### src/hw/natv_pkg.sv
/*
 * native bus peripheral package
 * bus structs, address map, register offsets and the byte strobe merge
 */
package natv_pkg;

  typedef struct packed {
    logic        valid;
    logic [31:0] addr;
    logic [31:0] wdata;
    logic [3:0]  wstrb;
  } nmi_req_t;

  typedef struct packed {
    logic        ready;
    logic [31:0] rdata;
  } nmi_rsp_t;

  // index into the decoder select vector
  typedef enum logic [2:0] {
    SLV_GPIO,
    SLV_TIM0,
    SLV_TIM1,
    SLV_CLINT,
    SLV_MISS
  } slave_e;

  localparam int NUM_SLV = 4;
  localparam int GPIO_W  = 8;
  localparam int IRQ_W   = 4;

  // addr[31:28] region, addr[15:8] slave code
  localparam logic [3:0] NATV_REGION = 4'h1;
  localparam logic [7:0] GPIO_BASE   = 8'h00;
  localparam logic [7:0] TIM0_BASE   = 8'h01;
  localparam logic [7:0] TIM1_BASE   = 8'h02;
  localparam logic [7:0] CLINT_BASE  = 8'h03;

  // register offsets on addr[3:2]
  localparam logic [1:0] GPIO_OUT       = 2'd0;
  localparam logic [1:0] GPIO_OE        = 2'd1;
  localparam logic [1:0] GPIO_IN        = 2'd2;
  localparam logic [1:0] TIM_CTRL       = 2'd0;
  localparam logic [1:0] TIM_CMP        = 2'd1;
  localparam logic [1:0] TIM_CNT        = 2'd2;
  localparam logic [1:0] TIM_STAT       = 2'd3;
  localparam logic [1:0] CLINT_MSIP     = 2'd0;
  localparam logic [1:0] CLINT_MTIME    = 2'd1;
  localparam logic [1:0] CLINT_MTIMECMP = 2'd2;

  // replace only the strobed bytes of old_d
  function automatic logic [31:0] merge_wstrb(logic [31:0] old_d, logic [31:0] new_d,
                                              logic [3:0] strb);
    logic [31:0] res;
    res = old_d;
    for (int i = 0; i < 4; i++) begin
      if (strb[i]) begin
        res[8*i+:8] = new_d[8*i+:8];
      end
    end
    return res;
  endfunction

endpackage

### src/hw/natv_decoder.sv
/*
 * native bus address decoder
 * one-hot slave select from the request address, plus a miss bit
 */
module natv_decoder (
  input  logic                       clk_i,
  input  natv_pkg::nmi_req_t         req_i,
  output logic [natv_pkg::NUM_SLV:0] sel_o
);
  import natv_pkg::*;

  logic       region_hit;
  logic [7:0] slv_code;

  assign region_hit = (req_i.addr[31:28] == NATV_REGION);
  assign slv_code   = req_i.addr[15:8];

  always_comb begin
    sel_o = '0;
    if (region_hit) begin
      case (slv_code)
        GPIO_BASE:  sel_o[SLV_GPIO]  = 1'b1;
        TIM0_BASE:  sel_o[SLV_TIM0]  = 1'b1;
        TIM1_BASE:  sel_o[SLV_TIM1]  = 1'b1;
        CLINT_BASE: sel_o[SLV_CLINT] = 1'b1;
        default:    sel_o = '0;
      endcase
    end
    // miss only for a live request nobody claims
    sel_o[SLV_MISS] = req_i.valid & ~(|sel_o[NUM_SLV-1:0]);
  end

  sel_onehot_a : assert property (@(posedge clk_i) $onehot0(sel_o))
    else $error("decoder select is not one-hot");

endmodule

### src/hw/natv_gpio.sv
/*
 * GPIO slave
 * output and output-enable registers, synchronized input register
 */
module natv_gpio (
  input  logic                        clk_i,
  input  logic                        rst_i,
  input  natv_pkg::nmi_req_t          req_i,
  input  logic                        sel_i,
  output natv_pkg::nmi_rsp_t          rsp_o,
  input  logic [natv_pkg::GPIO_W-1:0] gpio_in_i,
  output logic [natv_pkg::GPIO_W-1:0] gpio_out_o,
  output logic [natv_pkg::GPIO_W-1:0] gpio_oe_o
);
  import natv_pkg::*;

  logic              acc;
  logic              wr;
  logic              ready_q;
  logic [31:0]       rdata_q;
  logic [31:0]       rd_val;
  logic [31:0]       out_merged;
  logic [31:0]       oe_merged;
  logic [GPIO_W-1:0] out_q;
  logic [GPIO_W-1:0] oe_q;
  logic [GPIO_W-1:0] sync1_q;
  logic [GPIO_W-1:0] sync2_q;
  logic [GPIO_W-1:0] in_q;

  assign acc        = req_i.valid & sel_i & ~ready_q;
  assign wr         = acc & (|req_i.wstrb);
  assign out_merged = merge_wstrb(32'(out_q), req_i.wdata, req_i.wstrb);
  assign oe_merged  = merge_wstrb(32'(oe_q), req_i.wdata, req_i.wstrb);

  always_ff @(posedge clk_i) begin
    if (rst_i) begin
      ready_q <= 1'b0;
      out_q   <= '0;
      oe_q    <= '0;
    end else begin
      ready_q <= acc;
      if (wr && req_i.addr[3:2] == GPIO_OUT) begin
        out_q <= out_merged[GPIO_W-1:0];
      end
      if (wr && req_i.addr[3:2] == GPIO_OE) begin
        oe_q <= oe_merged[GPIO_W-1:0];
      end
    end
  end

  // pins are asynchronous
  always_ff @(posedge clk_i) begin
    sync1_q <= gpio_in_i;
    sync2_q <= sync1_q;
    in_q    <= sync2_q;
  end

  always_comb begin
    case (req_i.addr[3:2])
      GPIO_OUT: rd_val = 32'(out_q);
      GPIO_OE:  rd_val = 32'(oe_q);
      GPIO_IN:  rd_val = 32'(in_q);
      default:  rd_val = '0;
    endcase
  end

  always_ff @(posedge clk_i) begin
    if (acc) begin
      rdata_q <= rd_val;
    end
  end

  assign rsp_o      = '{ready: ready_q, rdata: rdata_q};
  assign gpio_out_o = out_q;
  assign gpio_oe_o  = oe_q;

endmodule

### src/hw/natv_timer.sv
/*
 * compare timer slave
 * counts up to CMP, wraps to zero and sets a sticky match flag
 */
module natv_timer (
  input  logic               clk_i,
  input  logic               rst_i,
  input  natv_pkg::nmi_req_t req_i,
  input  logic               sel_i,
  output natv_pkg::nmi_rsp_t rsp_o,
  output logic               irq_o
);
  import natv_pkg::*;

  logic        acc;
  logic        wr;
  logic        en;
  logic        ie;
  logic        hit;
  logic        ready_q;
  logic [1:0]  ctrl_q;
  logic [31:0] cmp_q;
  logic [31:0] cnt_q;
  logic        match_q;
  logic [31:0] rd_val;
  logic [31:0] rdata_q;

  assign acc = req_i.valid & sel_i & ~ready_q;
  assign wr  = acc & (|req_i.wstrb);
  assign en  = ctrl_q[0];
  assign ie  = ctrl_q[1];
  assign hit = en & (cnt_q == cmp_q);

  always_ff @(posedge clk_i) begin
    if (rst_i) begin
      ready_q <= 1'b0;
      ctrl_q  <= '0;
      cmp_q   <= '0;
      cnt_q   <= '0;
      match_q <= 1'b0;
    end else begin
      ready_q <= acc;
      if (hit) begin
        cnt_q <= '0;
      end else if (en) begin
        cnt_q <= cnt_q + 32'd1;
      end
      if (wr) begin
        case (req_i.addr[3:2])
          TIM_CTRL: begin
            if (req_i.wstrb[0]) begin
              ctrl_q <= req_i.wdata[1:0];
            end
          end
          TIM_CMP: begin
            cmp_q <= merge_wstrb(cmp_q, req_i.wdata, req_i.wstrb);
            // restart so the count never sits above a new compare
            cnt_q <= '0;
          end
          TIM_STAT: begin
            if (req_i.wstrb[0] && req_i.wdata[0]) begin
              match_q <= 1'b0;
            end
          end
          default: ;
        endcase
      end
      // a new match wins over a clear in the same cycle
      if (hit) begin
        match_q <= 1'b1;
      end
    end
  end

  always_comb begin
    case (req_i.addr[3:2])
      TIM_CTRL: rd_val = {30'd0, ctrl_q};
      TIM_CMP:  rd_val = cmp_q;
      TIM_CNT:  rd_val = cnt_q;
      TIM_STAT: rd_val = {31'd0, match_q};
      default:  rd_val = '0;
    endcase
  end

  always_ff @(posedge clk_i) begin
    if (acc) begin
      rdata_q <= rd_val;
    end
  end

  assign rsp_o = '{ready: ready_q, rdata: rdata_q};
  assign irq_o = match_q & ie;

  cnt_bound_a : assert property (@(posedge clk_i) disable iff (rst_i) en |-> cnt_q <= cmp_q)
    else $error("timer count above compare value");

endmodule

### src/hw/natv_clint.sv
/*
 * core-local interrupt unit
 * software interrupt bit, free-running mtime and mtimecmp
 */
module natv_clint (
  input  logic               clk_i,
  input  logic               rst_i,
  input  natv_pkg::nmi_req_t req_i,
  input  logic               sel_i,
  output natv_pkg::nmi_rsp_t rsp_o,
  output logic               sfr_irq_o,
  output logic               tmr_irq_o
);
  import natv_pkg::*;

  logic        acc;
  logic        wr;
  logic        ready_q;
  logic        msip_q;
  logic [31:0] mtime_q;
  logic [31:0] mtimecmp_q;
  logic [31:0] rd_val;
  logic [31:0] rdata_q;

  assign acc = req_i.valid & sel_i & ~ready_q;
  assign wr  = acc & (|req_i.wstrb);

  always_ff @(posedge clk_i) begin
    if (rst_i) begin
      ready_q    <= 1'b0;
      msip_q     <= 1'b0;
      mtime_q    <= '0;
      // all ones keeps the timer irq quiet until programmed
      mtimecmp_q <= '1;
    end else begin
      ready_q <= acc;
      if (wr && req_i.addr[3:2] == CLINT_MTIME) begin
        mtime_q <= merge_wstrb(mtime_q, req_i.wdata, req_i.wstrb);
      end else begin
        mtime_q <= mtime_q + 32'd1;
      end
      if (wr && req_i.addr[3:2] == CLINT_MTIMECMP) begin
        mtimecmp_q <= merge_wstrb(mtimecmp_q, req_i.wdata, req_i.wstrb);
      end
      if (wr && req_i.addr[3:2] == CLINT_MSIP && req_i.wstrb[0]) begin
        msip_q <= req_i.wdata[0];
      end
    end
  end

  always_comb begin
    case (req_i.addr[3:2])
      CLINT_MSIP:     rd_val = {31'd0, msip_q};
      CLINT_MTIME:    rd_val = mtime_q;
      CLINT_MTIMECMP: rd_val = mtimecmp_q;
      default:        rd_val = '0;
    endcase
  end

  always_ff @(posedge clk_i) begin
    if (acc) begin
      rdata_q <= rd_val;
    end
  end

  assign rsp_o     = '{ready: ready_q, rdata: rdata_q};
  assign sfr_irq_o = msip_q;
  assign tmr_irq_o = (mtime_q >= mtimecmp_q);

endmodule

### src/hw/natv_rsp_mux.sv
/*
 * response mux
 * merges slave responses, answers unmapped accesses, packs the irq vector
 */
module natv_rsp_mux (
  input  logic                       clk_i,
  input  logic                       rst_i,
  input  logic [natv_pkg::NUM_SLV:0] sel_i,
  input  natv_pkg::nmi_rsp_t         gpio_rsp_i,
  input  natv_pkg::nmi_rsp_t         tim0_rsp_i,
  input  natv_pkg::nmi_rsp_t         tim1_rsp_i,
  input  natv_pkg::nmi_rsp_t         clint_rsp_i,
  input  logic                       clint_sfr_irq_i,
  input  logic                       clint_tmr_irq_i,
  input  logic                       tim0_irq_i,
  input  logic                       tim1_irq_i,
  output natv_pkg::nmi_rsp_t         rsp_o,
  output logic [natv_pkg::IRQ_W-1:0] irq_o
);
  import natv_pkg::*;

  logic               miss_ready_q;
  logic [NUM_SLV:0]   rdy_vec;
  logic [NUM_SLV:0]   hit_vec;

  // unmapped access gets a one-cycle ready with zero data
  always_ff @(posedge clk_i) begin
    if (rst_i) begin
      miss_ready_q <= 1'b0;
    end else begin
      miss_ready_q <= sel_i[SLV_MISS] & ~miss_ready_q;
    end
  end

  always_comb begin
    rdy_vec            = '0;
    rdy_vec[SLV_GPIO]  = gpio_rsp_i.ready;
    rdy_vec[SLV_TIM0]  = tim0_rsp_i.ready;
    rdy_vec[SLV_TIM1]  = tim1_rsp_i.ready;
    rdy_vec[SLV_CLINT] = clint_rsp_i.ready;
    rdy_vec[SLV_MISS]  = miss_ready_q;
  end

  assign hit_vec = rdy_vec & sel_i;

  assign rsp_o.ready = |hit_vec;
  assign rsp_o.rdata = ({32{hit_vec[SLV_GPIO]}}  & gpio_rsp_i.rdata) |
                       ({32{hit_vec[SLV_TIM0]}}  & tim0_rsp_i.rdata) |
                       ({32{hit_vec[SLV_TIM1]}}  & tim1_rsp_i.rdata) |
                       ({32{hit_vec[SLV_CLINT]}} & clint_rsp_i.rdata);

  assign irq_o = {tim1_irq_i, tim0_irq_i, clint_tmr_irq_i, clint_sfr_irq_i};

  rdy_onehot_a : assert property (@(posedge clk_i) disable iff (rst_i) $onehot0(rdy_vec))
    else $error("more than one slave ready");

endmodule

### src/hw/natv_periph_top.sv
/*
 * native bus peripheral block
 * decoder, GPIO, two timers, CLINT and response mux
 */
module natv_periph_top (
  input  logic                        clk_i,
  input  logic                        rst_i,
  input  natv_pkg::nmi_req_t          req_i,
  output natv_pkg::nmi_rsp_t          rsp_o,
  input  logic [natv_pkg::GPIO_W-1:0] gpio_in_i,
  output logic [natv_pkg::GPIO_W-1:0] gpio_out_o,
  output logic [natv_pkg::GPIO_W-1:0] gpio_oe_o,
  output logic [natv_pkg::IRQ_W-1:0]  irq_o
);
  import natv_pkg::*;

  logic [NUM_SLV:0] sel;
  nmi_rsp_t         gpio_rsp;
  nmi_rsp_t         tim0_rsp;
  nmi_rsp_t         tim1_rsp;
  nmi_rsp_t         clint_rsp;
  logic             tim0_irq;
  logic             tim1_irq;
  logic             clint_sfr_irq;
  logic             clint_tmr_irq;

  natv_decoder u_decoder (
    .clk_i (clk_i),
    .req_i (req_i),
    .sel_o (sel)
  );

  natv_gpio u_gpio (
    .clk_i      (clk_i),
    .rst_i      (rst_i),
    .req_i      (req_i),
    .sel_i      (sel[SLV_GPIO]),
    .rsp_o      (gpio_rsp),
    .gpio_in_i  (gpio_in_i),
    .gpio_out_o (gpio_out_o),
    .gpio_oe_o  (gpio_oe_o)
  );

  natv_timer u_tim0 (
    .clk_i (clk_i),
    .rst_i (rst_i),
    .req_i (req_i),
    .sel_i (sel[SLV_TIM0]),
    .rsp_o (tim0_rsp),
    .irq_o (tim0_irq)
  );

  natv_timer u_tim1 (
    .clk_i (clk_i),
    .rst_i (rst_i),
    .req_i (req_i),
    .sel_i (sel[SLV_TIM1]),
    .rsp_o (tim1_rsp),
    .irq_o (tim1_irq)
  );

  natv_clint u_clint (
    .clk_i     (clk_i),
    .rst_i     (rst_i),
    .req_i     (req_i),
    .sel_i     (sel[SLV_CLINT]),
    .rsp_o     (clint_rsp),
    .sfr_irq_o (clint_sfr_irq),
    .tmr_irq_o (clint_tmr_irq)
  );

  natv_rsp_mux u_rsp_mux (
    .clk_i           (clk_i),
    .rst_i           (rst_i),
    .sel_i           (sel),
    .gpio_rsp_i      (gpio_rsp),
    .tim0_rsp_i      (tim0_rsp),
    .tim1_rsp_i      (tim1_rsp),
    .clint_rsp_i     (clint_rsp),
    .clint_sfr_irq_i (clint_sfr_irq),
    .clint_tmr_irq_i (clint_tmr_irq),
    .tim0_irq_i      (tim0_irq),
    .tim1_irq_i      (tim1_irq),
    .rsp_o           (rsp_o),
    .irq_o           (irq_o)
  );

endmodule

### config.mk
export PLATFORM = sky130hd
export DESIGN_NAME = natv_periph_top
export DESIGN_NICKNAME = d
export VERILOG_FILES = /design/src/hw/natv_pkg.sv /design/src/hw/natv_decoder.sv /design/src/hw/natv_gpio.sv /design/src/hw/natv_timer.sv /design/src/hw/natv_clint.sv /design/src/hw/natv_rsp_mux.sv /design/src/hw/natv_periph_top.sv
export SDC_FILE = /design/constraint.sdc
export NUM_CORES = 1
export LEC_CHECK = 0
export BUFFER_PORTS_ARGS = -buffer_cell sky130_fd_sc_hd__buf_2
export CORE_MARGIN = 1
export CORE_UTILIZATION = 35
export CTS_CLUSTER_DIAMETER = 200
export CTS_CLUSTER_SIZE = 16
export DETAILED_ROUTE_END_ITERATION = 12
export PLACE_DENSITY_LB_ADDON = 0.15
export SLEW_MARGIN = 20
export SYNTH_ARGS = -nofsm -noshare
export SYNTH_HDL_FRONTEND = slang
export SYNTH_SLANG_ARGS = --single-unit
### constraint.sdc
create_clock -name clk_i -period 3.1 [get_ports clk_i]
set_clock_uncertainty 0.15 [all_clocks]
set_input_delay 0.155 -clock clk_i [delete_from_list [all_inputs] [get_ports clk_i]]
set_output_delay 0.155 -clock clk_i [all_outputs]
set_load 0.01 [all_outputs]
==> results.md, run 1 <==
* Flops & latches, synth at 348
* # diodes at 0
* Post-synth cell types at 80
* Final hold violations at 0
* Placed cell areas at 0.0182 mm^2
* GRT Resource Usage Total at 22.8%
* Setup TNS at 0 ps
* Hold_ws at 3.57 ps
* Share of layout cells above drive strength 1 at 13.2%
* Hpwl dp at 41,300 um
* CTS tree: done
* Synthesized Nets at between 1,500 and 2,000
* Synth area leaders: dfxtp_1 29%, edfxtp_1 19%, mux2i_1 6.0%
* 1st-pass router iterations at 6
* Worst reg2reg setup slack at 540 ps
* Root buffer cell: clkbuf_16
* Pwr Density at 431 mW/mm^2
* Area of the multi-input gates at 0.00809 mm^2
* Layout area overhead at 15.4%
* Worst-Skew Late Latency at 560 ps
* Final-layout fill cell count at 4,648
* Status: finished, final reports clean
* Leak Pwr at 8.06 nW
* Startpoint types: flop
* H-Tree Depth at 1
* Post-synth top area share at 29.1%
* Worst vdd ir at slightly below 0.0004 V
* Placed instance count at 2,362
* Mean Syn Cell Area at ~10 um^2
* Worst hold stages at 5
* Die ar. at just under 0.05 mm^2
* Die height at 221 um
* Yosys warns at 0
* Synthesized instance count at 1,705
* Largest net degree at the start of global routing at just over 70
* Power Total at 8.36 mW
* FMAX at 342 MHz
* Synth area leader: dfxtp_1
* Crit Path Max Fanout at 6
* Standard-cell row count at 79
* R2r worst-path depth at 5
* DRC at 0
* Slew Viols, Final at 0
* Die Span X at about 220 um
* Reg-to-reg startpoint: u_clint.mtime_q[12]
* Worst-path clk slew at approximately 80 ps
* Crit path required time at roughly 2800 ps
* Tcrit/Tclk final at 94.2%
* First-pass GRT wire length at about 85,000 um
* Initial antenna violation count at 1
* Post-synth EDFFs at 104
* Routability cong. at ~0.92
* Max_slew headroom at between 30% and 40%
* WP data arrival at 2620 ps
* Via count of the first global-routing pass at 13,100
* Final #Nets at 1,945
* Ys flop type: dfxtp_1
* DR WL/cell at 23.2 um
* Final Setup Violations at 0
* Register area at 0.00801 mm^2
* Setup CP Type: reg2out
* Min-delay src: req_i[47]
* Max Cap Viol at 0
* Worst slew pin tran at 902 ps
* Post-synthesis cell area at 0.0168 mm^2
* R2r endpoint: u_clint.mtime_q[24]
* Min Tclk post-route at 2920 ps
* Drt first-iter violations at 1,394
* Cts bufs inserted at 25
* Hold Crit Endpoint: u_tim1.ready_q
* CP endpoint kind: primary output
* CTS Sinks at roughly 350
* Max clock buf depth at 3
* Initial core utilization at roughly 36%
* Core Footprint at ~0.047 mm^2
* Tightest Hold Check Type: in2reg
* Non-Filler Instances at 2,456
* DRT antenna net count at 0
* Post-Layout Inst Area at 0.0194 mm^2
* Seq/Total Area, Yosys at 47.6%
* Global route overflow at 0
* Vias per cell at approximately 5.7
* PortBufs at around 110
* IO Count at 132
* Drt total wl at approximately 57,000 um
* Asr flop ratio synth at 0%
* Vias at roughly 14,000
layer usage:
layer,vias up,global-route usage (%),routed length (um)
met3,64,2.63,3240
met2,475,37.2,26600
met4,0,5.05,1120
li1,6486,-,-
met5,-,0,0
met1,6874,32.2,26000
cells in the final DEF (no fill, tap or decap), drive strengths merged, types with 7 or more instances in the layout:
master       synthesis  final
o21ai               36     36
nand2              141    141
o211ai              39     39
and3                25     25
mux2i              100    100
nor4b                9      9
nor2               182    182
xnor2               18     18
inv                 62     62
ha                  35     35
edfxtp             104    104
a22oi               30     30
dfxtp              244    244
a31oi               14     14
nor4                36     36
buf                 47    169
clkbuf              72     44
a22o                85     85
dlygate4sd3          0     49
nor3                40     40
or2                  8      8
a21oi               27     27
nand4               56     56
nor2b               10     10
xor2               106    106
nand3               61     61
or4                  7      7
and4                 9      9
a222oi              12     12
or3                 14     14
stage by stage:
step	setup slack, ps	utilization, %
floorplan	74.7	-
global placement	440	38.7
detailed placement	493	38.7
CTS	58.3	41.3
global route	-3.03	41.3
finish	180	41.3
cells by family (layout without fill, tap and decap cells):
logic type / Yosys count / count (layout) / synth area share [%]
compound gates: 296 / 296 / 13.4
xor+xnor: 124 / 124 / 6.46
fa+ha+maj: 35 / 35 / 2.61
buf+inv: 182 / 326 / 4.53
flops: 348 / 348 / 47.6
mux: 102 / 102 / 6.22
simple gates: 618 / 618 / 19.2
how the worst max path moves through the flow:
stage                        start                     end  slack, ps  cells past startpoint
6_report       u_clint.mtime_q[19]                irq_o[1]        180                      7
3_5_place_dp             req_i[51]                rsp_o[9]        490                      8
3_3_place_gp       u_tim0.cnt_q[2]        u_tim0.cnt_q[25]        440                      5
5_1_grt        u_clint.mtime_q[14]                irq_o[1]         -3                      7
2_1_floorplan            req_i[47]  u_clint.mtimecmp_q[10]         70                      6
4_1_cts         u_clint.mtime_q[0]                irq_o[1]         60                      8
Yosys cell counts (30+ instances only):
library cell and n:
ha_1 35, o21ai_0 35, nor4_1 31, mux2i_1 100
inv_1 62, clkbuf_1 69, nand3_1 55, a22o_1 85
edfxtp_1 104, nor3_1 36, nor2_1 180, nand2_1 140
xor2_1 106, o211ai_1 39, a22oi_1 30, dfxtp_1 244
nand4_1 56
where the power goes:
group / total, mW / internal, mW / switching, mW
registers: 4.70 / 4.68 / 0.0141
logic: 0.423 / 0.141 / 0.281
clock network: 3.24 / 1.60 / 1.64
final cells by class:
class / count / share of cell area [%]
multi-input combinational: 1175 / 41.7
tap: 607 / 3.91
inverter: 63 / 1.22
clock buffer: 44 / 3.59
sequential: 348 / 41.3
timing repair buffer: 218 / 8.11
clock inverter: 1 / 0.155
state kept, by name, indices dropped and copies added, names as in the netlist, 32 cells and up:
name,count
u_tim0.cmp_q,32
u_tim1.cmp_q,32
u_tim0.rdata_q,32
u_tim1.rdata_q,32
u_clint.mtimecmp_q,32
u_tim0.cnt_q,32
u_clint.rdata_q,32
u_tim1.cnt_q,32
u_clint.mtime_q,32
critical path, cell delays in order (launching register included):
cell and delay, ps:
dfxtp_1 450, ha_1 290, a21oi_1 140, o21ai_0 90, a221o_1 380, a2111oi_2 390
o21ai_0 150, buf_2 160
timing repair:
action	CTS	global route
hold buffers	49	0
pin swaps	0	1
endpoints found under the setup margin	1	1
endpoints found under the hold margin	160	0
buffers inserted	0	0
gates resized for setup	4	2
No activity file was read; power rests on OpenSTA's default activity.
==> inputs of run 2 (changes only) <==
--- a/config.mk
+++ b/config.mk
@@ -12,7 +12,7 @@
 export CTS_CLUSTER_SIZE = 16
 export DETAILED_ROUTE_END_ITERATION = 12
 export PLACE_DENSITY_LB_ADDON = 0.15
-export SLEW_MARGIN = 20
 export SYNTH_ARGS = -nofsm -noshare
 export SYNTH_HDL_FRONTEND = slang
+export SYNTH_HIERARCHICAL = 1
 export SYNTH_SLANG_ARGS = --single-unit
==> run 2 against run 1 <==
  * Clock power increased by 2%
  * Synthesized cell count increased by 4.2%
  * Non-clock buffer count increased by 16
  * Core utilization decreased by 0.64 points
  * Register-to-register slack got worse by 20 ps
  * Via count increased by 2.7%
  * Total power increased by 0.63%
  * Critical path depth unchanged
  * Sequential share of layout area decreased by 1.1 points
  * Largest power group unchanged
==> results.md, run 2 <==
* Final #Nets at 2,015 (was 1,945)
* Layout area overhead at 14.2% (was 15.4%)
* DR WL/cell at 23.1 um (was 23.2 um)
* DRC at 0 (unchanged)
* Crit Path Max Fanout at 6 (unchanged)
* Post-synth top area share at 28.0% (was 29.1%)
* IO Count at 132 (unchanged)
* Cell Chain, Critical Path: ha_1 -> a41oi_1 -> nand3_1 -> a221oi_1 -> a21oi_1 -> or4_4 -> buf_2 (was ha_1 -> a21oi_1 -> o21ai_0 -> a221o_1 -> a2111oi_2 -> o21ai_0 -> buf_2)
* Mean Syn Cell Area at 9.83 um^2 (was 9.86 um^2)
* Final Setup Violations at 0 (unchanged)
* Max clock buf depth at 3 (unchanged)
* Leak Pwr at 8.38 nW (was 8.06 nW)
* WP data arrival at 2670 ps (was 2620 ps)
* GRT Resource Usage Total at 23.2% (was 22.8%)
* Tightest Hold Check Type: in2reg (unchanged)
* Most common cell after layout, fill and taps aside: dfxtp_1 (unchanged)
* Cts bufs inserted at 25 (unchanged)
* Post-synth EDFFs at 104 (unchanged)
* CTS tree: done (unchanged)
* Min Tclk post-route at 2970 ps (was 2920 ps)
* Status: finished, final reports clean (unchanged)
* FMAX at 337 MHz (was 342 MHz)
* Vias per cell at 5.52 (was 5.66)
* Worst-Skew Late Latency at 580 ps (was 560 ps)
* Largest net degree at the start of global routing at 59 (was 71)
* Setup TNS at 0 ps (unchanged)
* Die Span X at 225 um (was 221 um)
* Most instantiated cells after synthesis: 244 x dfxtp_1, 183 x nand3_1, 104 x edfxtp_1, 104 x nor2_1, 103 x mux2i_1 (was 244 x dfxtp_1, 180 x nor2_1, 140 x nand2_1)
* Met2 Usage GRT at 37.4% (was 37.2%)
* Post-synthesis cell area at 0.0175 mm^2 (was 0.0168 mm^2)
* Synth area leader: dfxtp_1 (unchanged)
* Startpoint types: flop (unchanged)
* Die height at 225 um (was 221 um)
* Core Footprint at 0.0491 mm^2 (was 0.0470 mm^2)
* Root buffer cell: clkbuf_16 (unchanged)
* Busiest layer in global routing: met2 (unchanged)
* Drt first-iter violations at 1,229 (was 1,394)
* Synthesized instance count at 1,777 (was 1,705)
* Yosys warns at 6 (was 0)
* Slew Viols, Final at 0 (unchanged)
* Worst slew pin tran at 840 ps (was 902 ps)
* PortBufs at 113 (unchanged)
* Max Cap Viol at 0 (unchanged)
* Post-layout util at 40.7% (was 41.3%)
* Top-count cell post-synth: dfxtp_1 (unchanged)
* M3 GR Usage at 2.44% (was 2.63%)
* Initial antenna violation count at 1 (unchanged)
* DRT antenna net count at 0 (unchanged)
* GRT met1 Usage at 32.0% (was 32.2%)
* Standard-cell row count at 81 (was 79)
* Flops & latches, synth at 348 (unchanged)
* Ys flop type: dfxtp_1 (unchanged)
* Max_slew headroom at 43.6% (was 39.9%)
* Global route overflow at 0 (unchanged)
* Share of layout cells above drive strength 1 at 14.1% (was 13.2%)
* Asr flop ratio synth at 0% (unchanged)
* Routability cong. at 0.896 (was 0.922)
* Setup CP Type: reg2out (unchanged)
* Seq/Total Area, Yosys at 45.8% (was 47.6%)
* First-pass GRT wire length at 88,300 um (was 85,200 um)
* Initial core utilization at 35.6% (was 35.8%)
* Commonest cells after routing, fill and taps aside: 241 x dfxtp_1, 183 x nand3_1, 112 x buf_2, 104 x nor2_1, 104 x edfxtp_1 (was 243 x dfxtp_1, 178 x nor2_1, 140 x nand2_1, 112 x buf_2, 106 x xor2_1)
* Post-synth cell types at 79 (was 80)
* Via count of the first global-routing pass at 13,700 (was 13,100)
* Crit-path slowest cell: or4_4 (was dfxtp_1)
* Tcrit/Tclk final at 95.8% (was 94.2%)
* Die ar. at 0.0508 mm^2 (was 0.0489 mm^2)
* Power Total at 8.42 mW (was 8.36 mW)
* Hpwl dp at 44,000 um (was 41,300 um)
* Synth area leaders: dfxtp_1 28%, edfxtp_1 18%, mux2i_1 5.9% (was dfxtp_1 29%, edfxtp_1 19%, mux2i_1 6.0%)
* Vias at 14,300 (was 13,900)
* H-Tree Depth at 1 (unchanged)
* CTS Sinks at 348 (unchanged)
* CP endpoint kind: primary output (unchanged)
* Worst-path clk slew at 80 ps (about the same)
* RSZ-0062 raised after global routing: false
* CP peak stage delay at 470 ps (was 450 ps)
* 1st-pass router iterations at 5 (was 6)
* Pwr Density at 422 mW/mm^2 (was 431 mW/mm^2)
* Final hold violations at 0 (unchanged)
* Drt total wl at 59,700 um (was 56,900 um)
* Crit path required time at 2790 ps (about the same)
* Worst vdd ir at 0.000303 V (was 0.000387 V)
[run 2: layout make-up]
class	count	area, um^2
fill	4921	29100
multi-input combinational	1240	8550
sequential	348	8010
timing repair buffer	234	1620
tap	664	831
clock buffer	44	697
inverter	52	195
clock inverter	2	38.8
antenna	1	2.50
[run 2: metal layers]
metal	vias to the layer above	wire, um	share of wire, %
met4	0	2330	3.9
met1	7036	27300	46
met3	107	2710	4.5
li1	6710	-	-
met5	-	0	0
met2	428	27300	46
[run 2: power breakdown]
part | internal [mW] | leakage [nW] | switching [mW] | total [mW]
Sequential | 4.68 | 2.93 | 0.00888 | 4.69
Clock | 1.61 | 0.349 | 1.68 | 3.29
Combinational | 0.146 | 5.10 | 0.288 | 0.434
[run 2: metrics by stage]
| stage | setup WS [ps] | std cells | area [um^2] | hold slack, ps |
|---|---|---|---|---|
| 3_5_place_dp | 164 | 2489 | 18700 | 112 |
| 2_1_floorplan | -17.2 | 1800 | 17600 | 32.7 |
| 5_1_grt | 0.279 | 2584 | 20000 | 59.1 |
| 4_1_cts | 24.4 | 2584 | 19900 | 37.7 |
| 3_3_place_gp | 227 | 2489 | 18700 | 109 |
| 6_report | 129 | 2585 | 20000 | 64.6 |
[run 2: cells by family after synthesis]
logic type | Yosys count | synth area share [%]
AO/OA/AOI/OAI | 247 | 10.6
buffers and inverters | 212 | 6.10
adder cells (fa/ha/maj) | 35 | 2.51
AND/OR/NAND/NOR | 698 | 22.1
XOR/XNOR | 128 | 6.42
multiplexers | 108 | 6.35
other | 1 | 0.0215
flip-flops | 348 | 45.8
[run 2: worst max-delay path, delay by kind of cell, from the launching register on]
family	cells	cell delay [ps]
adders and majority gates	1	290
DFF	1	460
buffers and inverters	1	160
AOI/OAI and AO/OA	3	580
and+or+nand+nor	2	600
[run 2: worst paths after layout]
check | startpoint | to | slack, ps | depth (start not counted)
worst max-delay path | u_clint/mtime_q[13] | irq_o[1] | 130 | 7
worst min-delay path | gpio_in_i[7] | u_gpio/sync1_q[7] | 60 | 2
worst max register to register | u_clint/mtime_q[1] | u_clint/mtime_q[30] | 520 | 7
worst min register to register | u_gpio/sync1_q[2] | u_gpio/sync2_q[2] | 180 | 0
[run 2: timing repair]
item / 4_1_cts / 5_1_grt
buffers inserted: 0 / 0
hold endpoints to repair: 160 / 0
gates resized for setup: 2 / 5
hold buffers: 49 / 0
endpoints found under the setup margin: 1 / 1
